[src/hw/ppu_timing_pkg.sv]
package ppu_timing_pkg;

    // raster size, counted in pixel clocks
    localparam logic [8:0] col_count = 9'd341;
    localparam logic [8:0] row_count = 9'd262;
    localparam logic [8:0] visible_cols = 9'd256;
    localparam logic [8:0] visible_rows = 9'd240;
    localparam logic [8:0] pre_render_row = 9'd261;
    localparam logic [8:0] sprite_height = 9'd8;

    // horizontal phase boundaries
    localparam logic [8:0] sp_pre_first = 9'd257;
    localparam logic [8:0] sp_pre_last = 9'd264;
    localparam logic [8:0] tl_pre_last = 9'd336;

    // pattern table base addresses
    localparam logic [12:0] left_tbl_base = 13'h0000;
    localparam logic [12:0] right_tbl_base = 13'h1000;

    typedef enum logic [2:0] {
        SL_PRE_CYC,
        IDLE_CYC,
        SP_PRE_CYC,
        TL_PRE_CYC,
        GARB_CYC,
        NO_EVAL
    } hs_state_t;

    typedef enum logic {
        LEFT_TBL = 1'b0,
        RIGHT_TBL = 1'b1
    } pattern_tbl_t;

endpackage

[src/hw/sprite_pkg.sv]
package sprite_pkg;

    localparam int line_sprites = 8;
    localparam int line_idx_w = $clog2(line_sprites);

    // host address map
    localparam int oam_size = 256;
    localparam int chr_size = 8192;
    localparam logic [13:0] oam_base = 14'h0000;
    localparam logic [13:0] ctrl_addr = 14'h0400;
    localparam logic [13:0] chr_base = 14'h2000;
    localparam logic [1:0] resp_okay = 2'b00;

    // attribute bits: 7 vflip, 6 hflip, 5 behind bg, 1:0 palette
    typedef struct packed {
        logic active;
        logic [7:0] y_pos;
        logic [7:0] tile_idx;
        logic [7:0] attribute;
        logic [7:0] x_pos;
        logic [7:0] bitmap_hi;
        logic [7:0] bitmap_lo;
    } second_oam_t;

    typedef struct packed {
        logic valid;
        logic [8:0] row;
        logic [8:0] col;
        logic [1:0] color;
        logic [1:0] palette;
        logic behind;
    } sprite_pixel_t;

    typedef struct packed {
        logic [13:0] awaddr;
        logic awvalid;
        logic [31:0] wdata;
        logic wvalid;
        logic bready;
        logic [13:0] araddr;
        logic arvalid;
        logic rready;
    } axil_req_t;

    typedef struct packed {
        logic awready;
        logic wready;
        logic [1:0] bresp;
        logic bvalid;
        logic arready;
        logic [31:0] rdata;
        logic [1:0] rresp;
        logic rvalid;
    } axil_rsp_t;

endpackage

[src/hw/sp_eval.sv]
module sp_eval (
    input logic clk,
    input logic clk_en,
    input logic rst_n,
    input logic [8:0] row,
    input logic [8:0] col,
    input ppu_timing_pkg::hs_state_t hs_state,
    input ppu_timing_pkg::pattern_tbl_t patt_tbl,
    output logic [7:0] oam_addr,
    input logic [7:0] oam_data,
    output logic temp_oam_clr,
    output logic temp_oam_wr,
    output sprite_pkg::second_oam_t temp_oam_wr_data,
    output logic [2:0] temp_oam_rd_idx,
    input sprite_pkg::second_oam_t temp_oam_rd_data,
    output logic sec_oam_clr,
    output logic sec_oam_wr,
    output sprite_pkg::second_oam_t sec_oam_wr_data,
    output logic [12:0] chr_rom_addr1,
    output logic [12:0] chr_rom_addr2,
    input logic [7:0] chr_rom_data1,
    input logic [7:0] chr_rom_data2,
    output logic chr_rom_re
);
    import ppu_timing_pkg::*;
    import sprite_pkg::*;

    second_oam_t cand_q;
    second_oam_t cand_d;
    logic y_hit;
    logic [2:0] tile_line;
    logic [2:0] fine_y;
    logic [12:0] tbl_base;

    // one OAM byte per column, sprite n at columns 4n..4n+3
    assign oam_addr = col[7:0];

    // pre-render row never hits, so row 0 shows nothing
    assign y_hit = ({1'b0, oam_data} <= row)
        && (row < {1'b0, oam_data} + sprite_height)
        && (row != pre_render_row);

    always_comb begin
        cand_d = cand_q;
        temp_oam_wr = 1'b0;
        if (hs_state == SL_PRE_CYC) begin
            case (col[1:0])
                2'd0: begin
                    cand_d = '0;
                    cand_d.active = y_hit;
                    cand_d.y_pos = oam_data;
                end
                2'd1: cand_d.tile_idx = oam_data;
                2'd2: cand_d.attribute = oam_data;
                default: begin
                    cand_d.x_pos = oam_data;
                    temp_oam_wr = cand_q.active;
                end
            endcase
        end
    end

    assign temp_oam_wr_data = cand_d;

    always_ff @(posedge clk or negedge rst_n) begin
        if (!rst_n) begin
            cand_q <= '0;
        end else if (clk_en) begin
            cand_q <= cand_d;
        end
    end

    // copy phase walks temp entries 0..7 over columns 257..264
    assign temp_oam_rd_idx = col[2:0] - sp_pre_first[2:0];

    assign tbl_base = (patt_tbl == RIGHT_TBL) ? right_tbl_base : left_tbl_base;
    assign tile_line = row[2:0] - temp_oam_rd_data.y_pos[2:0];
    assign fine_y = temp_oam_rd_data.attribute[7] ? ~tile_line : tile_line;

    // 16 bytes per tile, high plane 8 bytes above the low plane
    assign chr_rom_addr1 = tbl_base + {1'b0, temp_oam_rd_data.tile_idx, 4'b0000}
        + {10'd0, fine_y};
    assign chr_rom_addr2 = chr_rom_addr1 + 13'd8;

    assign sec_oam_clr = (hs_state == IDLE_CYC);
    assign temp_oam_clr = (hs_state == TL_PRE_CYC) || (hs_state == GARB_CYC);
    assign chr_rom_re = (hs_state == SP_PRE_CYC);
    assign sec_oam_wr = chr_rom_re && temp_oam_rd_data.active;

    always_comb begin
        sec_oam_wr_data = temp_oam_rd_data;
        sec_oam_wr_data.bitmap_hi = chr_rom_data2;
        sec_oam_wr_data.bitmap_lo = chr_rom_data1;
    end

endmodule

[config.mk]
export PLATFORM = sky130hd
export DESIGN_NAME = sp_eval
export DESIGN_NICKNAME = d
export VERILOG_FILES = /design/src/hw/ppu_timing_pkg.sv /design/src/hw/sprite_pkg.sv /design/src/hw/sp_eval.sv
export SDC_FILE = /design/constraint.sdc
export NUM_CORES = 1
export LEC_CHECK = 0
export ABC_AREA = 1
export BUFFER_PORTS_ARGS = -buffer_cell sky130_fd_sc_hd__buf_2
export CAP_MARGIN = 0
export CORE_ASPECT_RATIO = 1.75
export CORE_UTILIZATION = 39
export CTS_CLUSTER_SIZE = 20
export DETAILED_ROUTE_END_ITERATION = 7
export PLACE_DENSITY = 0.78
export SLEW_MARGIN = 30
export SYNTH_ARGS = -nofsm -noshare
export SYNTH_HDL_FRONTEND = slang
export SYNTH_SLANG_ARGS = --single-unit
[constraint.sdc]
create_clock -name clk -period 1.5 [get_ports clk]
set_clock_uncertainty 0.1 [all_clocks]
set_input_delay 0.15 -clock clk [delete_from_list [all_inputs] [get_ports clk]]
set_output_delay 0.15 -clock clk [all_outputs]
set_load 0.02 [all_outputs]
# ---- After elaboration in Yosys (flattened, before gate mapping)
# Cells that the tools add are included.
dict set report totals {
  elab_cells 41
  out_inout_bits 140
  reg_bits 49
  in_bits 98
}
dict set report op_classes {
  eq_ne 7
  bitwise_logic 1
  add_sub_neg 6
  magnitude_cmp 2
  mux 10
  reduce_logical 8
}
# operator count
set op_table {}
lappend op_table {{two-way mux 49 bit} 1}
lappend op_table {{case mux 8 bit (2 select lines)} 3}
lappend op_table {{two-way mux 16 bit} 1}
lappend op_table {{adder 13 x 12 -> 13 bit} 1}
lappend op_table {{adder 13 x 3 -> 13 bit} 1}
lappend op_table {{adder 13 x 4 -> 13 bit (second input constant)} 1}
lappend op_table {{two-way mux 13 bit} 1}
lappend op_table {{adder 8 x 4 -> 9 bit (second input constant)} 1}
lappend op_table {{less-or-equal comparator 8 x 9 -> 1 bit} 1}
lappend op_table {{< comparator 9 bit} 1}
lappend op_table {{two-way mux 9 bit} 1}
lappend op_table {{inequality test 9 bit (second input constant)} 1}
lappend op_table {{== test 3 x 2 -> 1 bit (second input constant)} 2}
lappend op_table {{== test 3 x 1 -> 1 bit (second input constant)} 1}
lappend op_table {{== test 3 bit (second input constant)} 1}
lappend op_table {{logical AND 1 bit} 3}
lappend op_table {{logical NOT 3 bit} 1}
lappend op_table {{two-way mux 3 bit} 1}
lappend op_table {{NOT 3 bit} 1}
lappend op_table {{OR reduction 3 bit} 1}
lappend op_table {{subtractor 3 x 1 -> 3 bit (second input constant)} 1}
lappend op_table {{subtractor 3 bit} 1}
lappend op_table {{== test 2 x 1 -> 1 bit (second input constant)} 1}
lappend op_table {{== test 2 bit (second input constant)} 1}
lappend op_table {{4 further kinds} 5}

# ---- Depth between registers and ports, before layout
dict set report depth {
  depth_word 6
  ltp_mapped 12
  ltp_nobuf 12
}

# ---- Worst setup path after synthesis
# No wires, ideal clock.
dict set report synth_timing {
  path_kind {input to output}
  start {input port row[0]}
  end {output port chr_rom_addr2[1]}
  t_required_ps 1250
  setup_slack_ps -261
  path_buffers 1
  arrival_ps 1511
  cell_stages 6
  cell_sequence {inv_1 -> ha_1 -> inv_1 -> fa_1 -> xor2_1 -> buf_4}
}
dict set report synth_via {
  elab_chain_cells 5
}
# item line
set synth_rtl {}
lappend synth_rtl {{from (decl)} sp_eval.sv:5} ;# input logic [8:0] row,
lappend synth_rtl {{subtractor 3 bit *} sp_eval.sv:77} ;# assign tile_line = row[2:0] - temp_oam_rd_data.y_pos[2:0];
lappend synth_rtl {{NOT 3 bit} sp_eval.sv:78} ;# assign fine_y = temp_oam_rd_data.attribute[7] ? ~tile_line : tile_line;
lappend synth_rtl {{two-way mux 3 bit *} sp_eval.sv:78}
lappend synth_rtl {{adder 13 x 3 -> 13 bit *} sp_eval.sv:82} ;# + {10'd0, fine_y};
lappend synth_rtl {{net chr_rom_addr1[1]} sp_eval.sv:19} ;# output logic [12:0] chr_rom_addr1,
lappend synth_rtl {{adder 13 x 4 -> 13 bit *} sp_eval.sv:83} ;# assign chr_rom_addr2 = chr_rom_addr1 + 13'd8;
lappend synth_rtl {{to (decl)} sp_eval.sv:20} ;# output logic [12:0] chr_rom_addr2,
# The timed path passes the listed nets; every way through them passes the cells marked *.

==> impl_metrics.env <==
export IMPL_timing_max_cap_violations=0
export IMPL_largest_register_ffs=49
export IMPL_vdd_drop_max_v=0.000868
export IMPL_via_count=3361
export IMPL_cts_sink_count=49
export IMPL_clock_path_buffers=2
export IMPL_fin_nets=674
export IMPL_area_delta_synth_final_pct=41.6
export IMPL_synth_top_area_share_pct=33.9
export IMPL_critPathKind="primary input to primary output"
export IMPL_gp_congestion=0.851
export IMPL_min_from="col[5]"
export IMPL_power_density_nw_per_um2=908
export IMPL_htree_levels=2
export IMPL_critPathLaunch="oam_data[3]"
export IMPL_p_clk_share_pct=28.1
export IMPL_antennaDiodeCount=0
export IMPL_synth_compound_area_share_pct=10.7
export IMPL_synth_top_flop_cell="dfrtp_1"
export IMPL_ioPinCount=238
export IMPL_gr_usage_all_layers_pct=22.1
export IMPL_io_buffers=101
export IMPL_cts_buffers_inserted=5
export IMPL_hold_viol_final=0
export IMPL_drtIter0Drc=116
export IMPL_status="finished with violations"
export IMPL_met3_usage_pct=5.05
export IMPL_regToRegSetupSlack_ps=490
export IMPL_min_path_type="primary input to primary output"
export IMPL_detail_route_first_pass_iterations=4
export IMPL_dp_hpwl_um=7760
export IMPL_cp_endpoint="temp_oam_wr_data[48]"
export IMPL_dieArea_um2=9680
export IMPL_setup_worst_path_end_class="primary output"
export IMPL_fmax_mhz=525
export IMPL_critPathMaxFanout=3
export IMPL_clk_insertion_delay_late_ps=300
export IMPL_p_comb_share_pct=39.0
export IMPL_grt_util_met1_pct=21.7
export IMPL_synthMuxAreaShare_pct=0
export IMPL_yosys_area_top_type="dfrtp_1"
export IMPL_drt_vias_per_instance=4.99
export IMPL_synth_cell_types=28
export IMPL_synth_cells=478
export IMPL_p_leak_nw=2.65
export IMPL_p_sw_share_pct=34.4
export IMPL_drcViolationCount=0
export IMPL_wirelength_um=11100
export IMPL_synthArstFlopShare_pct=100
export IMPL_grt_overflow=0
export IMPL_synth_edff_count=0
export IMPL_regMostFlops="cand_q"
export IMPL_synth_xor_area_share_pct=2.18
export IMPL_synth_commonest_cells="93 x inv_1, 83 x nand2_1, 81 x buf_4, 49 x dfrtp_1, 35 x o21ai_0"
export IMPL_start_util_pct=40.0
export IMPL_critPathArrivalTime_ps=1650
export IMPL_grt_setup_unrepaired="yes"
export IMPL_reg_largest_list="cand_q x49"
export IMPL_grt_use_met2_pct=36.4
export IMPL_core_area_um2=9040
export IMPL_r2r_start="cand_q[33]"
export IMPL_yosysSeqAreaShare_pct=33.9
export IMPL_antenna_left=0
export IMPL_grt_busiest_layer="met2"
export IMPL_drt_wirelength_per_cell_um=16.5
export IMPL_period_share_pct=127
export IMPL_synth_top_family_by_area="buffers and inverters"
export IMPL_synthAdderAreaFrac_pct=8.51
export IMPL_grt_pass1_wl_um=15800
export IMPL_synth_area_top_cells="dfrtp_1 34%, buf_4 17%, inv_1 9.6%, nand2_1 8.6%, ha_1 8.0%"
export IMPL_ys_warn_count=0
export IMPL_syn_area_um2=3620
export IMPL_seqPwrFrac_pct=32.9
export IMPL_synthSimpleGateAreaFrac_pct=16.5
export IMPL_critPathRequiredTime_ps=1250
export IMPL_grt_max_degree=50
export IMPL_synth_fp_nets=600
export IMPL_die_y_um=129
export IMPL_internal_power_mw=3.05
export IMPL_violations="negative setup slack"
export IMPL_finalSetupViolCount=16
export IMPL_syn_avg_cell_area_um2=7.57
export IMPL_num_rows=46
export IMPL_cts_tree="built"
export IMPL_startpoint_type="primary input"
export IMPL_synth_most_common_cell="inv_1"
export IMPL_finalPower_mw=4.65
export IMPL_report_final_slew_viol_count=0
export IMPL_switchingPower_mw=1.60
export IMPL_root_buffer="clkbuf_16"
export IMPL_timing_rr_end="cand_q[33]"
export IMPL_grt_pass1_vias=3249
export IMPL_antenna_found_initial=0
export IMPL_final_setup_tns_ps=-1450
export IMPL_final_fill_count=736
export IMPL_chipWidth_um=74.8
export IMPL_drive_gt1_share_pct=44.5
export IMPL_fin_ws_ps=-404
export IMPL_ys_ff_latch=49
export IMPL_layout_min_cycle_time_ps=1900
export IMPL_reg2reg_depth=4
==> per-layer routing <==
metal,up-vias,wire (um)
met1,1587,3390
met2,145,5730
met3,93,834
met5,-,0
li1,1536,-
met4,0,1160
==> repair_timing <==
| action | 4_1_cts | 5_1_grt |
|---|---|---|
| gates resized for setup | 73 | 62 |
| setup endpoints to repair | 54 | 52 |
| buffers inserted | 9 | 6 |
| pin swaps | 22 | 19 |
| endpoints found under the hold margin | 49 | 0 |
| gates cloned | 1 | 0 |
| hold buffers | 1 | 0 |
==> power groups by stage <==
| stage | registers [mW] | clock network, mW | logic, mW |
|---|---|---|---|
| after floorplan | 1.53 | 0 | 1.24 |
| after global placement | 1.54 | 0 | 1.41 |
| after detailed placement | 1.55 | 0 | 1.46 |
| after CTS | 1.53 | 1.31 | 1.67 |
| after global routing | 1.54 | 1.38 | 1.94 |
| final | 1.53 | 1.31 | 1.81 |
==> final cells by class <==
type | instances | area (um2) | area share, %
clock inverters | 3 | 46.3 | 0.904
repair buffers | 157 | 1290 | 25.3
well taps | 120 | 150 | 2.93
flip-flops and latches | 49 | 1230 | 23.9
multi-input cells | 244 | 1890 | 36.8
clock buffers | 5 | 125 | 2.44
inverters | 95 | 393 | 7.67
==> cells in the final DEF (no fill, tap or decap), types with 9 or more instances in the layout <==
cell type / Yosys / layout
o21ai_1: 7 / 11
ha_1: 23 / 16
nand2_1: 83 / 80
inv_1: 93 / 84
buf_2: 4 / 52
buf_4: 81 / 61
o22ai_2: 2 / 10
dfrtp_1: 49 / 49
buf_6: 1 / 31
nor2_1: 30 / 21
o22ai_4: 0 / 14
buf_12: 0 / 9
o21ai_0: 35 / 25
==> logic make-up (layout without fill, tap and decap cells) <==
family          after synthesis  count (layout)
buf+inv                     186             260
simple gates                139             140
compound gates               69              69
flops                        49              49
fa+ha+maj                    24              24
xor+xnor                      9               9
other cells                   2               2
==> critical path, cell delays in order <==
cell and delay, ps:
buf_8 100, ha_4 260, inv_4 30, ha_4 260, inv_4 30, nor2_4 120, nand3_2 90, nand2_1 70
nor2_1 50, nor2_2 150, nor2_4 60, nand2_2 70, o21ai_4 60, buf_6 130
==> worst min-delay path by stage <==
stage / end / slack [ps] / cells after the start
after global routing: sec_oam_wr_data[4] / 200 / 0
after CTS: sec_oam_wr_data[45] / 200 / 0
after detailed placement: cand_q[11] / 60 / 2
after global placement: cand_q[11] / 50 / 2
final: oam_addr[5] / 200 / 0
after floorplan: cand_q[0] / -250 / 0
==> per-stage QoR <==
| stage | setup WS [ps] | instance area [um2] | util [%] | cells | hold slack (ps) |
|---|---|---|---|---|---|
| finish | -404 | 5120 | 56.7 | 673 | 200 |
| global route | -467 | 5120 | 56.7 | 673 | 200 |
| CTS | -450 | 4860 | 53.8 | 670 | 200 |
| detailed placement | -536 | 4330 | 47.9 | 652 | 60.4 |
| global placement | -463 | 4330 | 47.9 | 652 | 49.8 |
| floorplan | -123 | 3930 | - | 478 | -246 |
Power figures use the tool's default switching activity.
