===== config.mk =====
export PLATFORM = sky130hd
export DESIGN_NAME = sprite_line_buf
export DESIGN_NICKNAME = d
export VERILOG_FILES = /design/src/hw/sprite_pkg.sv /design/src/hw/sprite_line_buf.sv
export SDC_FILE = /design/constraint.sdc
export NUM_CORES = 1
export LEC_CHECK = 0
export BUFFER_PORTS_ARGS = -buffer_cell sky130_fd_sc_hd__buf_2
export CAP_MARGIN = 20
export CORE_MARGIN = 2
export CORE_UTILIZATION = 50
export CTS_CLUSTER_DIAMETER = 120
export DETAILED_ROUTE_END_ITERATION = 10
export MAX_ROUTING_LAYER = met4
export PLACE_DENSITY = 0.76
export SYNTH_ARGS = -nofsm -noshare
export SYNTH_HDL_FRONTEND = slang
export SYNTH_SLANG_ARGS = --single-unit

===== constraint.sdc =====
create_clock -name clk -period 3 [get_ports clk]
set_clock_uncertainty 0.2 [all_clocks]
set_input_delay 0.6 -clock clk [delete_from_list [all_inputs] [get_ports clk]]
set_output_delay 0.6 -clock clk [all_outputs]
set_load 0.05 [all_outputs]

===== src/hw/sprite_pkg.sv =====
package sprite_pkg;

    localparam int line_sprites = 8;
    localparam int line_idx_w = $clog2(line_sprites);

    // host address map
    localparam int oam_size = 256;
    localparam int chr_size = 8192;
    localparam logic [13:0] oam_base = 14'h0000;
    localparam logic [13:0] ctrl_addr = 14'h0400;
    localparam logic [13:0] chr_base = 14'h2000;
    localparam logic [1:0] resp_okay = 2'b00;

    // attribute bits: 7 vflip, 6 hflip, 5 behind bg, 1:0 palette
    typedef struct packed {
        logic active;
        logic [7:0] y_pos;
        logic [7:0] tile_idx;
        logic [7:0] attribute;
        logic [7:0] x_pos;
        logic [7:0] bitmap_hi;
        logic [7:0] bitmap_lo;
    } second_oam_t;

    typedef struct packed {
        logic valid;
        logic [8:0] row;
        logic [8:0] col;
        logic [1:0] color;
        logic [1:0] palette;
        logic behind;
    } sprite_pixel_t;

    typedef struct packed {
        logic [13:0] awaddr;
        logic awvalid;
        logic [31:0] wdata;
        logic wvalid;
        logic bready;
        logic [13:0] araddr;
        logic arvalid;
        logic rready;
    } axil_req_t;

    typedef struct packed {
        logic awready;
        logic wready;
        logic [1:0] bresp;
        logic bvalid;
        logic arready;
        logic [31:0] rdata;
        logic [1:0] rresp;
        logic rvalid;
    } axil_rsp_t;

endpackage


===== src/hw/sprite_line_buf.sv =====
module sprite_line_buf (
    input logic clk,
    input logic clk_en,
    input logic rst_n,
    input logic clr,
    input logic wr,
    input sprite_pkg::second_oam_t wr_data,
    input logic [sprite_pkg::line_idx_w-1:0] rd_idx,
    output sprite_pkg::second_oam_t rd_data,
    output sprite_pkg::second_oam_t [sprite_pkg::line_sprites-1:0] entries
);
    import sprite_pkg::*;

    second_oam_t [line_sprites-1:0] slot_q;
    logic [line_idx_w:0] fill_q;

    // entries are reset too, the renderer reads them before the first clear
    always_ff @(posedge clk or negedge rst_n) begin
        if (!rst_n) begin
            slot_q <= '0;
            fill_q <= '0;
        end else if (clk_en) begin
            if (clr) begin
                slot_q <= '0;
                fill_q <= '0;
            end else if (wr && fill_q < (line_idx_w + 1)'(line_sprites)) begin
                slot_q[fill_q[line_idx_w-1:0]] <= wr_data;
                fill_q <= fill_q + 1'b1;
            end
        end
    end

    assign rd_data = slot_q[rd_idx];
    assign entries = slot_q;

endmodule


Word level (Yosys, flattened, before mapping). Index checks and enable logic that the tools add are counted.

Bits in registers: 396. Output and inout bits: 441. Bits of input ports: 57. Logic and storage cells: 75.

$add $sub $neg: 1. Order comparisons: 4. Muxes and demuxes: 9. Reductions and logical operators: 4.

Operator list (number): 392-bit two-way mux (2); 392-bit bitwise mux (1); 49-bit binary-select mux with 3-bit select (1); 49-bit demux with 3-bit select (1); 49-bit two-way mux (2); 3-bit by 4-bit less-than comparator with 1-bit output, second input constant (2); 4-bit two-way mux (2); 4-bit by 1-bit adder with 4-bit output, second input constant (1); 4-bit less-than comparator, second input constant (1); 3-bit by 1-bit >= comparator with 1-bit output, second input constant (1); 1-bit logical AND (2); 2-bit AND reduction (1); 2-bit nonzero test (1).

Logic depth before layout (Yosys ltp). Gate-level depths: netlist of run 1.

Word-level depth: 7. Gate-level depth with buffers: 7. Gate-level depth less buffers: 4.

Worst setup path before layout of run 1. OpenSTA, ideal clock, no wires.

Path kind: input to output. Start: input rd_idx[0] in the netlist's numbering. End: output rd_data[0] in the netlist's numbering. Slack: 0.301 ns. Data required time: 2.200 ns. Cell stages on the path: 4. Buffers on the path: 2. Arrival: 1.899 ns. Path through: buf_6 > buf_2 > mux4_2 > mux2_2.

RTL lines: start, declared (line sprite_line_buf.sv:8) `input logic [sprite_pkg::line_idx_w-1:0] rd_idx,`; end, declared (line sprite_line_buf.sv:9) `output sprite_pkg::second_oam_t rd_data,`.

==> results of run 1 <==
==> routing by layer <==
layer  global-route usage  wire length [microns]  vias up
li1                     -                      -     6265
met4                0.103                   1860        0
met5                    -                      0        -
met2                0.483                  29500      665
met3               0.0439                   3960      124
met1                0.398                  24000     7658
==> worst max-delay path by stage <==
| stage | start | end | slack, ns | cells after the start |
|---|---|---|---|---|
| after detailed placement | rd_idx[0] | rd_data[38] | 0.05 | 5 |
| after floorplan | rd_idx[0] | rd_data[0] | 0.30 | 4 |
| final | rd_idx[0] | rd_data[38] | 0.07 | 5 |
| after CTS | rd_idx[0] | rd_data[38] | 0.03 | 5 |
| after global routing | rd_idx[0] | rd_data[38] | 0.003 | 5 |
| after global placement | rd_idx[0] | rd_data[27] | 0.08 | 5 |
==> sequential cells by signal (all words and copies together), names as in the netlist <==
signal / flops
entries: 392
fill_q: 4
==> Yosys cell counts (2+ instances only) <==
| library cell | instances |
|---|---|
| nand2_1 | 392 |
| buf_4 | 10 |
| inv_1 | 3 |
| o211ai_2 | 2 |
| o21ai_1 | 2 |
| o21ai_0 | 2 |
| mux4_2 | 98 |
| mux2i_1 | 392 |
| buf_1 | 25 |
| buf_8 | 2 |
| and3b_1 | 2 |
| nor2b_1 | 2 |
| nand2b_1 | 49 |
| buf_2 | 78 |
| buf_6 | 6 |
| clkbuf_1 | 49 |
| a22o_1 | 2 |
| mux2_2 | 50 |
| o2111ai_2 | 4 |
| dfrtp_1 | 396 |
==> through the flow <==
step                      instances   util  power (mW)
after global placement         2470  0.584        7.83
after floorplan                1575      -        7.22
after global routing           2547  0.622        13.7
final                          2547  0.622        13.2
after detailed placement       2470  0.584        7.88
after CTS                      2546  0.622        13.3
==> area by class of cell <==
| class | instances | area (sq um) | share of cell area |
|---|---|---|---|
| antenna | 1 | 2.50 | 0.000104 |
| clock inverter | 11 | 155 | 0.00647 |
| sequential | 396 | 9910 | 0.413 |
| timing repair buffer | 549 | 3160 | 0.132 |
| inverter | 3 | 11.3 | 0.000470 |
| clock buffer | 64 | 1310 | 0.0545 |
| multi-input combinational | 1005 | 8790 | 0.366 |
| tap | 518 | 648 | 0.0270 |
==> power breakdown <==
group          internal [mW]  leakage [nW]  total, mW  switching, mW
logic                  0.574          8.21       2.06           1.49
registers               5.53          5.48       5.72          0.194
clock network           3.34         0.727       5.44           2.10
total                   9.44          14.4       13.2           3.78
==> worst max-delay path: cells and delay by family <==
family,cells,cell delay [ns]
muxes,2,0.84
buffers and inverters,3,0.66
==> logic make-up after synthesis <==
kind of cell             after synthesis
AO/OA/AOI/OAI                         13
buffers and inverters                174
AND/OR/NAND/NOR                      451
adder cells (fa/ha/maj)                1
multiplexers                         540
flip-flops                           396
==> flow_summary_export.csv, run 1 <==
group,metric,value,unit
routing,totalWireLength,59.3,mm
cts,ctsLongestPathBuffers,3,
synthesis,synth.area.top_cells,"dfrtp_1 51%, mux2i_1 20%, mux4_2 11%, nand2_1 7.6%, mux2_2 2.9%",
synthesis,ys_types,29,
synthesis,synth_top_family_by_area,"multiplexers",
cts,cts_buffers,42,
min_path,min_from,"wr",
grt,grt_pass1_vias,15200,
synthesis,synthCells,1575,
placed_design,place.gp.congestion,0.865,
sta,fmax,341,MHz
worst_setup_path,required,2.20,ns
sta,finalHoldViolCount,0,
sta,post-route-period-util,0.978,
worst_setup_path,crit_slowest_cell,"mux4_2",
final_layout,fillers,3050,
synthesis,synth_top_area_cell,"dfrtp_1",
cts,insertion_delay,0.53,ns
cts,path_clk_slew,0.06,ns
final_layout,nets,2055,
routing,drtPass1Iterations,5,
worst_setup_path,r2r-start,"fill_q[0]",
synthesis,syn_nets,1633,
die,die_w,201,microns
final_layout,final_layout_size_suffix_gt1_frac,0.381,
min_path,hold_depth,3,
grt,antenna_found_initial,1,
routing,drt_iter0_markers,945,
min_path,min_to,"fill_q[2]",
cts,clock_sinks,396,
sta,period_minus_slack,2.93,ns
worst_setup_path,crit_chain,"buf_6 -> buf_12 -> mux4_2 -> mux2_2 -> buf_2",
die,core,38600,sq um
worst_setup_path,worstSetupStartpointType,"input pin",
synthesis,synth_ff_type,"dfrtp_1",
synthesis,syn_area,19500,sq um
worst_setup_path,crit_path_max_fanout,29,
synthesis,synthXorXnorAreaFrac,0,
final_layout,layout_commonest_cell,"buf_2",
synthesis,synth_top_area_share,0.509,
min_path,hold_path_class,"in2reg",
sta,max_slew.worst_pin.slew,0.746,ns
sta,fin_tns_setup,0,ns
worst_setup_path,cp-end-kind,"primary output",
synthesis,synth_compound_area_frac,0.00668,
final_layout,area_delta_synth_final,23.2,%
routing,vias,14700,
synthesis,yosys.area_share.simple,0.0951,
sta,setup_viol,0,
cts,hold_buffers,1,
die,dieArea,40500,sq um
synthesis,synth_edf_count,0,
synthesis,synth-seq-cells,396,
sta,holdWs,0.304,ns
final_layout,most-common-layout-cells,"494 x buf_2, 396 x dfrtp_1, 392 x nand2_1, 392 x mux2i_1, 98 x mux4_2",
grt,grt_overflow,0,
die,die_h,201,microns
power_and_ir_drop,vdd_drop_max,372,uV
sta,relSlewSlack,0.502,
sta,drv_slew,0,
die,io_pins,498,
placed_design,place_area,22500,sq um
worst_setup_path,crit_path_max_incr_delay,0.55,ns
sta,postLayoutSetupSlackWorst,0.0656,ns
synthesis,syn_area_per_cell,12.4,sq um
sta,rsz0062_at_grt,"no",
routing,vias_per_cell,5.78,
worst_setup_path,critPathArrivalTime,2.13,ns
synthesis,muxShareOfSynthArea,0.344,
grt,grt_max_degree,121,
grt,grt_usage,0.302,
power_and_ir_drop,p_per_area,551,nW/um^2
worst_setup_path,r2r_cells,4,
cts,cts_resized,0,
worst_setup_path,r2r_setup_slack,0.75,ns
placed_design,pre_cts_slack,0.0476,ns
routing,antenna_left,0,
power_and_ir_drop,leakage,14.4,nW
cts,cts_root_buffer,"clkbuf_16",
routing,wl_per_cell,23.3,microns
synthesis,seq_area_frac_synth,0.509,
worst_setup_path,r2r-end,"entries[133]",
placed_design,portBuffers,497,
placed_design,hpwl,39.8,mm
routing,drc,0,
outcome,outcome,"finished, final reports clean",
cts,cts_tree,"yes",
die,initial_core_util,0.505,
cts,cts_htree_levels,2,
grt,grt_pass1_wl,91.9,mm
die,row_count,72,
final_layout,design_area,24000,sq um
job,max-cap-violations,0,
synthesis,synth_fa_ha_area_frac,0.000643,
synthesis,yosys_warnings,0,
synthesis,async_flop_share,1.00,
cts,post-cts-setup-buffers,0,
worst_setup_path,path_class,"in2out",
No activity file was read; power rests on OpenSTA's default activity.
==> run 2, diff against run 1 <==
--- a/config.mk
+++ b/config.mk
@@ -8,11 +8,11 @@
 export BUFFER_PORTS_ARGS = -buffer_cell sky130_fd_sc_hd__buf_2
 export CAP_MARGIN = 20
 export CORE_MARGIN = 2
-export CORE_UTILIZATION = 50
+export CORE_UTILIZATION = 54
 export CTS_CLUSTER_DIAMETER = 120
 export DETAILED_ROUTE_END_ITERATION = 10
 export MAX_ROUTING_LAYER = met4
-export PLACE_DENSITY = 0.76
+export PLACE_DENSITY = 0.81
 export SYNTH_ARGS = -nofsm -noshare
 export SYNTH_HDL_FRONTEND = slang
 export SYNTH_SLANG_ARGS = --single-unit
==> run 2 against run 1 <==
  * Fmax increased by 0.38%
  * Clock-buffer cell count down 9
  * Global-route usage rose by 2.6 points
  * Cell count is 1.7% lower
  * Largest power group unchanged
  * Flip-flop and latch count stayed put
==> flow_summary_export.csv, run 2 (synthesized netlist as in run 1, its figures left out) <==
group,metric,value,unit
die,die_w,194,microns
power_and_ir_drop,clock_power_share,0.394,
sta,relSlewSlack,0.568,
routing,drtPass1Iterations,5,
final_layout,nets,2070,
sta,period_minus_slack,2.92,ns
worst_setup_path,r2r_setup_slack,0.96,ns
sta,postLayoutSetupSlackWorst,0.0768,ns
worst_setup_path,cp-end-kind,"primary output",
power_and_ir_drop,p_per_area,538,nW/um^2
power_and_ir_drop,switching_share,0.290,
sta,setup_viol,0,
cts,hold_buffers,1,
worst_setup_path,r2r-end,"entries[283]",
routing,antenna_left,0,
placed_design,hpwl,41.1,mm
worst_setup_path,crit_path_max_fanout,15,
die,initial_core_util,0.547,
routing,totalWireLength,60.4,mm
power_and_ir_drop,combPwrFrac,0.162,
power_and_ir_drop,power_switching,3.74,mW
die,io_pins,498,
worst_setup_path,r2r_cells,4,
routing,top_layer_used,"met4",
sta,fin_tns_setup,0,ns
cts,clock_sinks,396,
cts,cts_buffers,40,
die,row_count,69,
grt,grt_overflow,0,
sta,drv_slew,0,
worst_setup_path,r2r-start,"fill_q[1]",
placed_design,pre_cts_slack,0.0869,ns
min_path,min_to,"fill_q[2]",
routing,vias,15100,
cts,post-cts-setup-buffers,0,
routing,drt_iter0_markers,988,
routing,vias_per_cell,6.01,
cts,insertion_delay,0.52,ns
cts,cts_resized,0,
worst_setup_path,required,2.20,ns
routing,met3_length,4.75,mm
power_and_ir_drop,power_frac_seq,0.444,
min_path,hold_depth,3,
routing,drt-met1-wl,23.1,mm
grt,grt_pass1_wl,93.0,mm
die,dieArea,37600,sq um
final_layout,most-common-layout-cells,"494 x buf_2, 396 x dfrtp_1, 392 x nand2_1, 392 x mux2i_1, 98 x mux4_2",
worst_setup_path,path_class,"in2out",
grt,grt_max_degree,86,
sta,rsz0062_at_grt,"no",
placed_design,portBuffers,497,
cts,cts_htree_levels,2,
routing,met2_length,29.3,mm
sta,fmax,342,MHz
worst_setup_path,critPathArrivalTime,2.12,ns
sta,finalHoldViolCount,0,
grt,grt_pass1_vias,15500,
cts,path_clk_slew,0.07,ns
final_layout,area_delta_synth_final,23.1,%
die,core,35600,sq um
min_path,hold_path_class,"in2reg",
job,max-cap-violations,0,
final_layout,layout_commonest_cell,"buf_2",
power_and_ir_drop,leakage,14.4,nW
placed_design,place.gp.congestion,0.887,
final_layout,final_layout_size_suffix_gt1_frac,0.385,
final_layout,largest_reg_flops,392,
cts,cts_root_buffer,"clkbuf_16",
cts,cts_tree,"yes",
worst_setup_path,worstSetupStartpointType,"input pin",
routing,wl_per_cell,24.1,microns
sta,max_slew.worst_pin.slew,0.648,ns
min_path,min_from,"wr",
routing,drc,0,
outcome,outcome,"finished, final reports clean",
power_and_ir_drop,vdd_drop_max,469,uV
grt,grt_usage,0.328,
power_and_ir_drop,internal_power,9.14,mW
grt,antenna_found_initial,3,
sta,post-route-period-util,0.974,
die,die_h,194,microns
cts,ctsLongestPathBuffers,3,
## run 2: metal layers
metal / vias to the layer above / GRT usage
met5: - / -
met4: 0 / 0.155
met3: 210 / 0.0544
met2: 839 / 0.524
met1: 7704 / 0.412
li1: 6298 / -
## run 2: worst max path at each step
stage | start | to | slack, ns | cells past startpoint
3_3_place_gp | rd_idx[0] | rd_data[19] | 0.13 | 6
4_1_cts | rd_idx[0] | rd_data[19] | 0.09 | 6
3_5_place_dp | rd_idx[0] | rd_data[19] | 0.09 | 6
6_report | rd_idx[0] | rd_data[19] | 0.08 | 6
5_1_grt | rd_idx[0] | rd_data[19] | 0.04 | 6
2_1_floorplan | rd_idx[0] | rd_data[0] | 0.30 | 4
## run 2: final cells by class
cell class	count	area, sq um
inverters	3	11.3
diodes	3	7.51
well taps	461	577
flip-flops and latches	396	9910
fillers	2590	11600
clock inverters	14	179
clock buffers	55	1150
multi-input cells	1005	8790
repair buffers	566	3340
## run 2: worst max-delay path, stage by stage
cell and delay, ns:
buf_6 0.09, buf_12 0.17, buf_12 0.19, mux4_2 0.52
mux2_2 0.29, buf_2 0.21
## run 2: per-stage QoR
| stage | util | cell area [sq um] | std cells | power, mW | hold WS, ns |
|---|---|---|---|---|---|
| global route | 0.674 | 24000 | 2503 | 13.3 | 0.320 |
| finish | 0.674 | 24000 | 2503 | 12.9 | 0.304 |
| CTS | 0.673 | 24000 | 2500 | 12.9 | 0.287 |
| detailed placement | 0.636 | 22600 | 2430 | 7.90 | 0.339 |
| floorplan | - | 19500 | 1575 | 7.22 | 0.104 |
| global placement | 0.636 | 22600 | 2430 | 7.85 | 0.327 |
## run 2: power by group through the flow
stage / sequential, mW / combinational [mW] / clock, mW
floorplan: 6.38 / 0.831 / 0
global placement: 5.80 / 2.05 / 0
detailed placement: 5.81 / 2.09 / 0
CTS: 5.72 / 2.09 / 5.13
global route: 5.74 / 2.19 / 5.33
finish: 5.73 / 2.09 / 5.07
