<file path="src/hw/ppu_timing_pkg.sv">
package ppu_timing_pkg;

    // raster size, counted in pixel clocks
    localparam logic [8:0] col_count = 9'd341;
    localparam logic [8:0] row_count = 9'd262;
    localparam logic [8:0] visible_cols = 9'd256;
    localparam logic [8:0] visible_rows = 9'd240;
    localparam logic [8:0] pre_render_row = 9'd261;
    localparam logic [8:0] sprite_height = 9'd8;

    // horizontal phase boundaries
    localparam logic [8:0] sp_pre_first = 9'd257;
    localparam logic [8:0] sp_pre_last = 9'd264;
    localparam logic [8:0] tl_pre_last = 9'd336;

    // pattern table base addresses
    localparam logic [12:0] left_tbl_base = 13'h0000;
    localparam logic [12:0] right_tbl_base = 13'h1000;

    typedef enum logic [2:0] {
        SL_PRE_CYC,
        IDLE_CYC,
        SP_PRE_CYC,
        TL_PRE_CYC,
        GARB_CYC,
        NO_EVAL
    } hs_state_t;

    typedef enum logic {
        LEFT_TBL = 1'b0,
        RIGHT_TBL = 1'b1
    } pattern_tbl_t;

endpackage

</file>
<file path="src/hw/sprite_pkg.sv">
package sprite_pkg;

    localparam int line_sprites = 8;
    localparam int line_idx_w = $clog2(line_sprites);

    // host address map
    localparam int oam_size = 256;
    localparam int chr_size = 8192;
    localparam logic [13:0] oam_base = 14'h0000;
    localparam logic [13:0] ctrl_addr = 14'h0400;
    localparam logic [13:0] chr_base = 14'h2000;
    localparam logic [1:0] resp_okay = 2'b00;

    // attribute bits: 7 vflip, 6 hflip, 5 behind bg, 1:0 palette
    typedef struct packed {
        logic active;
        logic [7:0] y_pos;
        logic [7:0] tile_idx;
        logic [7:0] attribute;
        logic [7:0] x_pos;
        logic [7:0] bitmap_hi;
        logic [7:0] bitmap_lo;
    } second_oam_t;

    typedef struct packed {
        logic valid;
        logic [8:0] row;
        logic [8:0] col;
        logic [1:0] color;
        logic [1:0] palette;
        logic behind;
    } sprite_pixel_t;

    typedef struct packed {
        logic [13:0] awaddr;
        logic awvalid;
        logic [31:0] wdata;
        logic wvalid;
        logic bready;
        logic [13:0] araddr;
        logic arvalid;
        logic rready;
    } axil_req_t;

    typedef struct packed {
        logic awready;
        logic wready;
        logic [1:0] bresp;
        logic bvalid;
        logic arready;
        logic [31:0] rdata;
        logic [1:0] rresp;
        logic rvalid;
    } axil_rsp_t;

endpackage

</file>
<file path="src/hw/sprite_renderer.sv">
module sprite_renderer (
    input logic clk,
    input logic clk_en,
    input logic rst_n,
    input logic [8:0] row,
    input logic [8:0] col,
    input sprite_pkg::second_oam_t [sprite_pkg::line_sprites-1:0] sec_entries,
    output sprite_pkg::sprite_pixel_t pixel
);
    import ppu_timing_pkg::*;
    import sprite_pkg::*;

    sprite_pixel_t pix_d;

    always_comb begin
        logic [8:0] offset;
        logic [2:0] bit_idx;
        logic [1:0] px;
        pix_d = '0;
        pix_d.valid = (row < visible_rows) && (col < visible_cols);
        pix_d.row = row;
        pix_d.col = col;
        // walk from the highest index so the lowest opaque one wins
        for (int i = line_sprites - 1; i >= 0; i--) begin
            offset = col - {1'b0, sec_entries[i].x_pos};
            // msb is the leftmost pixel unless hflip
            bit_idx = sec_entries[i].attribute[6] ? offset[2:0] : ~offset[2:0];
            px = {sec_entries[i].bitmap_hi[bit_idx], sec_entries[i].bitmap_lo[bit_idx]};
            if (sec_entries[i].active && offset < 9'd8 && px != 2'b00) begin
                pix_d.color = px;
                pix_d.palette = sec_entries[i].attribute[1:0];
                pix_d.behind = sec_entries[i].attribute[5];
            end
        end
    end

    // valid pulses once per pixel clock
    always_ff @(posedge clk or negedge rst_n) begin
        if (!rst_n) begin
            pixel <= '0;
        end else begin
            pixel.valid <= 1'b0;
            if (clk_en) begin
                pixel <= pix_d;
            end
        end
    end

endmodule

</file>
<file path="config.mk">
export PLATFORM = sky130hd
export DESIGN_NAME = sprite_renderer
export DESIGN_NICKNAME = d
export VERILOG_FILES = /design/src/hw/ppu_timing_pkg.sv /design/src/hw/sprite_pkg.sv /design/src/hw/sprite_renderer.sv
export SDC_FILE = /design/constraint.sdc
export NUM_CORES = 1
export LEC_CHECK = 0
export ABC_AREA = 0
export BUFFER_PORTS_ARGS = -buffer_cell sky130_fd_sc_hd__buf_4
export CAP_MARGIN = 15
export CORE_AREA = 4 4 166 168
export CTS_BUF_LIST = sky130_fd_sc_hd__clkbuf_2 sky130_fd_sc_hd__clkbuf_4 sky130_fd_sc_hd__clkbuf_8
export DETAILED_ROUTE_END_ITERATION = 8
export DIE_AREA = 0 0 170 172
export SYNTH_ARGS = -nofsm -noshare
export SYNTH_HDL_FRONTEND = slang
export SYNTH_SLANG_ARGS = --single-unit
export TNS_END_PERCENT = 100
</file>
<file path="constraint.sdc">
create_clock -name clk -period 2.7 [get_ports clk]
set_input_delay 0.27 -clock clk [delete_from_list [all_inputs] [get_ports clk]]
set_output_delay 0.27 -clock clk [all_outputs]
set_load 0.01 [all_outputs]
</file>
Word-level counts from Yosys, hierarchy flattened. Index checks and enable logic that the tools add are counted.

Flip-flop bits (word level): 24. Output and inout bits: 24. Word-level logic and storage cells: 114.

Add/subtract/negate cells: 8. $lt $le $gt $ge: 18. Muxes and demuxes: 49. Bitwise gates (word level): 8. Reduce and logical (&&, ||, !) cells: 25.

Operators by type and width (number): 9-bit by 4-bit < comparator with 1-bit output (second input constant) (8); 9-bit by 8-bit subtractor with 9-bit output (8); 1-bit binary-select mux with 3-bit select (16); 5-bit 2-to-1 mux (8); 3-bit by 4-bit < comparator with 1-bit output (second input constant) (8); 24-bit 2-to-1 mux (1); 3-bit 2-to-1 mux (8); 3-bit NOT (8); 1-bit logical AND (17); 1-bit 2-to-1 mux (16); 2-bit nonzero test (8); 9-bit by 8-bit < comparator with 1-bit output (second input constant) (1); 9-bit < comparator (second input constant) (1).

Depth between registers and ports, before layout. Gate-level depths: netlist of run 1.

Depth after elaboration: 16. Mapped depth: 14.

Least setup slack after synthesis of run 1. Ideal clock, no wire load.

Path type: input to register. Start: input col[0]. End: register pixel[0] (netlist bit). Setup time: 95 ps. Data arrival time: 3499 ps. Path slack: -894 ps. Stages on the path: 11. Path buffers: 1. Cell sequence: inv_1 -> ha_1 -> fa_1 -> clkbuf_1 -> mux4_2 -> mux4_2 -> nor2_1 -> o311ai_1 -> o221a_1 -> o311a_1 -> o31ai_1.

Longest elaborated chain between the ends: 15. Elaborated cells on any way between the ends: 96. Those cells by class: 8 x add/sub; 8 x order compare; 48 x mux; 8 x bitwise; 24 x reduce/logical.

Ends and longest elaborated chain: from (decl) (RTL line sprite_renderer.sv:6) `input logic [8:0] col,`; 9-bit by 8-bit subtractor with 9-bit output (RTL line sprite_renderer.sv:25) `offset = col - {1'b0, sec_entries[i].x_pos};`; 3-bit NOT (RTL line sprite_renderer.sv:27) `bit_idx = sec_entries[i].attribute[6] ? offset[2:0] : ~offset[2:0];`; 3-bit 2-to-1 mux (RTL line sprite_renderer.sv:27); 1-bit binary-select mux with 3-bit select (RTL line sprite_renderer.sv:28) `px = {sec_entries[i].bitmap_hi[bit_idx], sec_entries[i].bitmap_lo[bit_idx]};`; 1-bit 2-to-1 mux (not written as such) (RTL line sprite_renderer.sv:28); 2-bit nonzero test (RTL line sprite_renderer.sv:29) `if (sec_entries[i].active && offset < 9'd8 && px != 2'b00) begin`; 1-bit logical AND (RTL line sprite_renderer.sv:29); 5-bit 2-to-1 mux (7 in a row) (RTL line sprite_renderer.sv:29); 5-bit 2-to-1 mux (*) (RTL line sprite_renderer.sv:29); to (signal assigned) (RTL line sprite_renderer.sv:44) `pixel <= pix_d;`; to (decl) (RTL line sprite_renderer.sv:8) `output sprite_pkg::sprite_pixel_t pixel`.

Every way passes the cells marked *; elsewhere a longest branch is shown, timed or not. The select of a mux whose other input is x is not followed. A chain may end at the register's enable or synchronous reset.

Worst setup path in the final report of run 1.
Start: input col[0]. End: register pixel[3] (netlist bit).

Same word-level chain as after synthesis.

==> flow_metrics.env, run 1 <==
export IMPL_drt_pre_antenna_iters=7
export IMPL_timing_max_transition_violations_final=0
export IMPL_fraction_of_layout_instances_using_a_drive_strength_above_1_pct=52.13
export IMPL_postRouteAntennaNets=0
export IMPL_dr_total_vias=7219
export IMPL_seq_power_share_pct=13.6
export IMPL_area_taken_by_multi_input_logic_gates_mm2=0.005590
export IMPL_area_growth_pct=63.08
export IMPL_share_clk_of_total_power_pct=10.6
export IMPL_cts_tree="built"
export IMPL_place_congestion=0.9082
export IMPL_max_slew_worst_pin_slew_ns=0.4351
export IMPL_synth_edf_count=0
export IMPL_critical_path_max_fanout=7
export IMPL_final_net_count=1614
export IMPL_slew_limit_headroom_pct=70.24
export IMPL_clock_pin_transition_on_the_worst_setup_and_hold_timing_paths_ns=0.09
export IMPL_ys_dominant_reg_cell="sky130_fd_sc_hd__dfrtp_1"
export IMPL_run_status="complete, but fails checks"
export IMPL_final_fill_count=2620
export IMPL_vdd_ir_drop_max_v=0.0001785
export IMPL_synth_distinct_cells=69
export IMPL_timing_hold_ws_ns=0.1594
export IMPL_failing_checks="setup timing"
export IMPL_drcViolationCount=0
export IMPL_setup_viol_count_final=5
export IMPL_start_util_pct=24.84
export IMPL_top_layer_reached_by_signal_wires="met4"
export IMPL_synthDominantAreaCellType="sky130_fd_sc_hd__mux4_2"
export IMPL_row_count=59
export IMPL_total_grt_usage_pct=16.38
export IMPL_maxCapViolations=0
export IMPL_synth_top_cells_by_area="sky130_fd_sc_hd__mux4_2 (24%), sky130_fd_sc_hd__ha_1 (12%), sky130_fd_sc_hd__dfrtp_1 (9.3%), sky130_fd_sc_hd__inv_1 (4.8%), sky130_fd_sc_hd__mux2_2 (4.2%)"
export IMPL_clkLatencyLatePin_ns=0.26
export IMPL_synth_async_reset_ratio_pct=100.0
export IMPL_io_pin_count=437
export IMPL_vias_per_cell=4.931
export IMPL_syn_mean_instance_area_um2=9.234
export IMPL_wire_length_of_the_first_global_routing_pass_mm=38.02
export IMPL_grt_setup_unrepaired="true"
export IMPL_clock_sinks=24
export IMPL_grt_max_degree=29
export IMPL_timing_final_hold_violations=0
export IMPL_switching_share_pct=35.54
export IMPL_synth_nets=1182
export IMPL_ys_ff_latch=24
export IMPL_number_of_clock_buffers_inserted_by_tritoncts=3
export IMPL_syn_cell_area_mm2=0.006436
export IMPL_flip_flop_count_of_the_largest_register_all_copies_and_words_added=24
export IMPL_timing_final_crit_period_ns=3.363
export IMPL_regArea_um2=600.6
export IMPL_timing_setup_critical_path_class="input port to register"
export IMPL_design_area_mm2=0.01050
export IMPL_netSwitchingPower_mw=1.074
export IMPL_layout_cells_most_common_list="sky130_fd_sc_hd__buf_4 (437), sky130_fd_sc_hd__inv_1 (80), sky130_fd_sc_hd__mux4_2 (68), sky130_fd_sc_hd__ha_1 (58), sky130_fd_sc_hd__nor2_1 (41)"
export IMPL_critPathLaunchType="input port"
export IMPL_cts_htree_levels=1
export IMPL_power_static_leakage_nw=5.010
export IMPL_metal1_wirelength_mm=10.72
export IMPL_dieHeight_um=172
export IMPL_count_of_buffers_from_port_buffering=276
export IMPL_vias_in_the_first_global_route=7317
export IMPL_initialDrtViolationCount=257
export IMPL_pwr_share_comb_pct=75.8
export IMPL_postRouteWirelength_mm=25.42
export IMPL_final_period_utilization_pct=124.6
export IMPL_ys_warnings_count=0
export IMPL_sum_of_met2_wire_segment_lengths_after_detailed_routing_mm=12.34
export IMPL_dp_hpwl_mm=22.45
export IMPL_route_met3_wl_mm=1.968
export IMPL_setup_ws_ns=-0.6632
export IMPL_grt_overflow_total=0
export IMPL_top_register="pixel"
export IMPL_design_die_area_mm2=0.02924
export IMPL_root_buffer="sky130_fd_sc_hd__clkbuf_8"
export IMPL_crit_arrival_ns=3.52
export IMPL_final_common_cell="sky130_fd_sc_hd__buf_4"
export IMPL_synth_cells=697
export IMPL_largest_registers="pixel: 24 flops"
export IMPL_hold_class="input port to register"
export IMPL_cts_path_max_buffers=2
export IMPL_dpl_cell_area_mm2=0.01014
export IMPL_synth_seq_area_share_pct=9.331
export IMPL_p_per_area_mw_per_mm2=288.1
export IMPL_final_core_utilization_pct=40.51
export IMPL_p_int_mw=1.949
export IMPL_timing_fmax_ghz=0.2973
export IMPL_die_width_um=170
export IMPL_crit_path_end_kind="register"
export IMPL_design_core_area_mm2=0.02591
export IMPL_avgRoutedWirePerCell_um=17.36
export IMPL_critical_path_rt_ns=2.85
export IMPL_antenna_found_initial=1
export IMPL_clock_skew_ns=0
export IMPL_yosys_area_top_type_share_pct=23.79
==> final cells by class <==
class	instances	share of cell area [%]
well taps	335	3.993
inverters	83	3.040
clock inverters	1	0.2861
repair buffers	451	33.28
flip-flops and latches	24	5.722
clock buffers	3	0.3934
multi-input cells	566	53.26
diodes	1	0.02384
==> power by group through the flow <==
stage               sequential (mW)  clock [mW]  combinational, mW
floorplan                     0.432           0               1.17
global placement              0.418           0               2.18
detailed placement            0.419           0               2.21
CTS                           0.412       0.331               2.30
global route                  0.417       0.345               2.51
finish                        0.411       0.320               2.29
==> cell usage after synthesis, drive strengths merged, types with 9 or more instances <==
cell     n
inv     83
mux4    68
ha      64
nor2    44
nand2   31
o21ai   27
a21oi   26
dfrtp   24
mux2    24
nor2b   18
nand2b  16
xnor2   16
xor2    16
clkbuf  13
mux2i   13
nand3   13
nor3    12
buf     11
o21a    11
o31ai   10
or3     10
a31oi    9
==> critical path: stages <==
cell and delay [ns]:
sky130_fd_sc_hd__buf_8 0.08, sky130_fd_sc_hd__clkinvlp_4 0.08, sky130_fd_sc_hd__buf_12 0.16, sky130_fd_sc_hd__ha_4 0.16, sky130_fd_sc_hd__fa_1 0.53, sky130_fd_sc_hd__buf_12 0.13, sky130_fd_sc_hd__mux4_2 0.48, sky130_fd_sc_hd__mux4_2 0.51
sky130_fd_sc_hd__o2111ai_2 0.24, sky130_fd_sc_hd__or3_4 0.19, sky130_fd_sc_hd__a311oi_2 0.11, sky130_fd_sc_hd__o31a_1 0.30, sky130_fd_sc_hd__o31a_1 0.25
==> path summary, 6_finish.rpt <==
path | startpoint | endpoint | slack [ns] | depth (start not counted)
worst max-delay path | col[0] | pixel[3] | -0.66 | 13
worst min-delay path | row[8] | pixel[23] | 0.16 | 2
worst max register to register | pixel[2] | pixel[2] | 1.74 | 3
worst min register to register | pixel[19] | pixel[19] | 0.51 | 1
max in group asynchronous | rst_n | pixel[1] | 2.01 | 2
min in group asynchronous | rst_n | pixel[17] | 0.43 | 2
==> through the flow <==
step	instances	total power, mW	setup TNS (ns)	setup slack [ns]
floorplan	697	1.604	-3.459	-0.7645
global placement	1447	2.602	-5.397	-1.136
detailed placement	1447	2.633	-5.683	-1.201
CTS	1463	3.048	-3.223	-0.6835
global route	1464	3.276	-3.740	-0.7970
finish	1464	3.024	-3.053	-0.6632
==> routing by layer <==
layer | vias to the layer above | track usage (%)
li1 | 3547 | -
met1 | 3388 | 21.31
met2 | 263 | 29.45
met3 | 21 | 2.606
met4 | 0 | 2.361
met5 | - | 0
==> kinds of logic (layout without fill, tap and decap cells) <==
group	Yosys count	in the layout	synth area share [%]
simple gates	190	190	15.55
compound gates	165	165	18.45
mux	105	105	30.02
fa+ha+maj	72	72	14.93
other cells	0	1	0
xor+xnor	34	34	5.074
buf+inv	107	538	6.649
flops	24	24	9.331
==> timing repair <==
action | 4_1_cts | 5_1_grt
buffers inserted | 11 | 0
pin swaps | 33 | 11
hold buffers | 1 | 0
setup endpoints to repair | 5 | 5
endpoints found under the hold margin | 24 | 0
resized for setup | 35 | 9
(Power assumes the default switching activity.)
==> run 2: changes to the inputs <==
- BUFFER_PORTS_ARGS: -buffer_cell sky130_fd_sc_hd__buf_4 -> -buffer_cell sky130_fd_sc_hd__buf_2
- CORE_AREA: 4 4 166 168 -> 4 4 168 170
- DIE_AREA: 0 0 170 172 -> 0 0 172 174
- SKIP_LAST_GASP: not set -> 1
- clock period: 2.7 -> 3.5 ns (I/O delays scaled with it)
==> run 2 against run 1 <==
Compared with the run above: the run now ends clean; critical path depth unchanged; critical path type unchanged; clock-buffer cell count unchanged; first-iteration DRC count up 3.1%; clock power down 22%; clock skew unchanged; hold slack worse by 0.095 ns; highest routed layer is now met5; largest power group unchanged; global-route usage down 1.2 points; die area up 2.4%; combinational power down 31%; core utilization down 5.9 points; total power down 29%; cell count down 4.8%.
==> flow_metrics.env, run 2 (same netlist as run 1, synthesis figures left out) <==
export IMPL_run_status="complete, no violations"
export IMPL_dieHeight_um=174
export IMPL_grt_setup_unrepaired="true"
export IMPL_dp_hpwl_mm=21.13
export IMPL_p_int_mw=1.341
export IMPL_clock_skew_ns=0
export IMPL_fraction_of_layout_instances_using_a_drive_strength_above_1_pct=49.47
export IMPL_vias_per_cell=4.996
export IMPL_initialDrtViolationCount=265
export IMPL_post_layout_nonfiller_instances=1393
export IMPL_cts_htree_levels=1
export IMPL_postRouteWirelength_mm=24.36
export IMPL_pwr_share_comb_pct=73.8
export IMPL_share_clk_of_total_power_pct=11.6
export IMPL_switching_share_pct=37.92
export IMPL_area_taken_by_multi_input_logic_gates_mm2=0.005623
export IMPL_postRouteAntennaNets=0
export IMPL_maxCapViolations=0
export IMPL_timing_max_transition_violations_final=0
export IMPL_place_ws_ns=-0.5933
export IMPL_crit_arrival_ns=3.61
export IMPL_power_static_leakage_nw=4.375
export IMPL_setup_viol_count_final=0
export IMPL_critical_path_max_fanout=7
export IMPL_setup_ws_ns=0.05253
export IMPL_slew_limit_headroom_pct=61.34
export IMPL_top_register="pixel"
export IMPL_timing_hold_ws_ns=0.06447
export IMPL_root_buffer="sky130_fd_sc_hd__clkbuf_8"
export IMPL_timing_critical_path_max_delay_family="multiplexers"
export IMPL_placed_cells_incl_taps=1363
export IMPL_timing_fmax_ghz=0.2901
export IMPL_critical_path_rt_ns=3.66
export IMPL_start_util_pct=24.08
export IMPL_place_congestion=0.8901
export IMPL_critPathLaunchType="input port"
export IMPL_r2r_worst_path_cells=4
export IMPL_max_slew_worst_pin_slew_ns=0.5799
export IMPL_avgRoutedWirePerCell_um=17.49
export IMPL_antenna_found_initial=11
export IMPL_p_per_area_mw_per_mm2=233.7
export IMPL_design_area_mm2=0.009243
export IMPL_die_width_um=172
export IMPL_drcViolationCount=0
export IMPL_row_count=60
export IMPL_drt_pre_antenna_iters=6
export IMPL_number_of_clock_buffers_inserted_by_tritoncts=3
export IMPL_design_die_area_mm2=0.02993
export IMPL_crit_path_cell_trace="buf_8, clkinvlp_4, buf_6, ha_4, fa_1, buf_12, mux4_2, mux4_2, o2111ai_2, or3_4, a311oi_2, o31a_1, o31a_1"
export IMPL_vias_in_the_first_global_route=7127
export IMPL_netSwitchingPower_mw=0.8193
export IMPL_dr_total_vias=6960
export IMPL_worst_path_stages=13
export IMPL_design_core_area_mm2=0.02673
export IMPL_worst_path_buf_inv=4
export IMPL_dpl_cell_area_mm2=0.008783
export IMPL_clkLatencyLatePin_ns=0.27
export IMPL_flip_flop_count_of_the_largest_register_all_copies_and_words_added=24
export IMPL_vdd_ir_drop_max_v=0.0001505
export IMPL_clock_sinks=24
export IMPL_grt_overflow_total=0
export IMPL_grt_max_degree=25
export IMPL_timing_final_hold_violations=0
export IMPL_crit_path_end_kind="register"
export IMPL_area_growth_pct=43.60
export IMPL_final_fill_count=2809
export IMPL_largest_registers="pixel: 24 flops"
export IMPL_timing_final_crit_period_ns=3.447
export IMPL_cts_tree="built"
export IMPL_io_pin_count=437
export IMPL_count_of_buffers_from_port_buffering=276
export IMPL_cts_hold_buffers=0
export IMPL_layout_cells_most_common_list="sky130_fd_sc_hd__buf_2 (275), sky130_fd_sc_hd__buf_4 (81), sky130_fd_sc_hd__inv_1 (80), sky130_fd_sc_hd__mux4_2 (68), sky130_fd_sc_hd__ha_1 (58)"
export IMPL_seq_power_share_pct=14.6
export IMPL_total_grt_usage_pct=15.23
export IMPL_hold_class="input port to asynchronous set/reset pin"
export IMPL_final_net_count=1531
export IMPL_final_common_cell="sky130_fd_sc_hd__buf_2"
export IMPL_cp_slowest_cell="sky130_fd_sc_hd__fa_1"
export IMPL_power_mw=2.160
export IMPL_final_period_utilization_pct=98.50
export IMPL_timing_setup_critical_path_class="input port to register"
export IMPL_cts_path_max_buffers=2
export IMPL_clock_pin_transition_on_the_worst_setup_and_hold_timing_paths_ns=0.09
export IMPL_wire_length_of_the_first_global_routing_pass_mm=36.34
export IMPL_critical_path_max_stage_delay_ns=0.52
export IMPL_regArea_um2=600.6
==> run 2: layer usage <==
metal	vias up	GRT usage, %	share of wire [%]
li1	3393	-	-
met1	3302	18.62	41
met2	217	28.03	51
met3	38	1.888	5.9
met4	10	3.767	2.2
met5	-	0	0.27
==> run 2: power groups by stage <==
stage               Sequential [mW]  Clock (mW)  Combinational, mW
CTS                           0.316       0.266               1.55
global route                  0.320       0.275               1.75
global placement              0.320           0               1.46
finish                        0.315       0.250               1.59
detailed placement            0.321           0               1.48
floorplan                     0.334           0              0.898
==> run 2: layout make-up <==
type	instances	share of cell area, %
Antenna cell	7	0.1895
Clock buffer	3	0.4467
Sequential cell	24	6.498
Timing Repair Buffer	368	23.64
Multi-Input combinational cell	566	60.84
Tap cell	341	4.616
Inverter	83	3.452
Clock inverter	1	0.3249
==> run 2: worst paths after layout <==
check,startpoint,to,slack (ns)
max,col[0],pixel[3],0.05
min,rst_n,pixel[16],0.06
max reg2reg,pixel[1],pixel[1],2.55
min reg2reg,pixel[5],pixel[5],0.51
max in group asynchronous,rst_n,pixel[7],3.05
min in group clk,row[8],pixel[23],0.25
==> run 2: what timing repair did <==
item,4_1_cts,5_1_grt
setup endpoints to repair,5,5
gates resized for setup,29,23
pin swaps,26,25
setup buffers,9,10
==> run 2: metrics by stage <==
stage	utilization [%]	TNS (ns)
2_1_floorplan	-	-0.1342
3_3_place_gp	32.87	-2.578
3_5_place_dp	32.87	-2.719
4_1_cts	33.88	-0.001946
5_1_grt	34.56	-0.1754
6_report	34.58	0
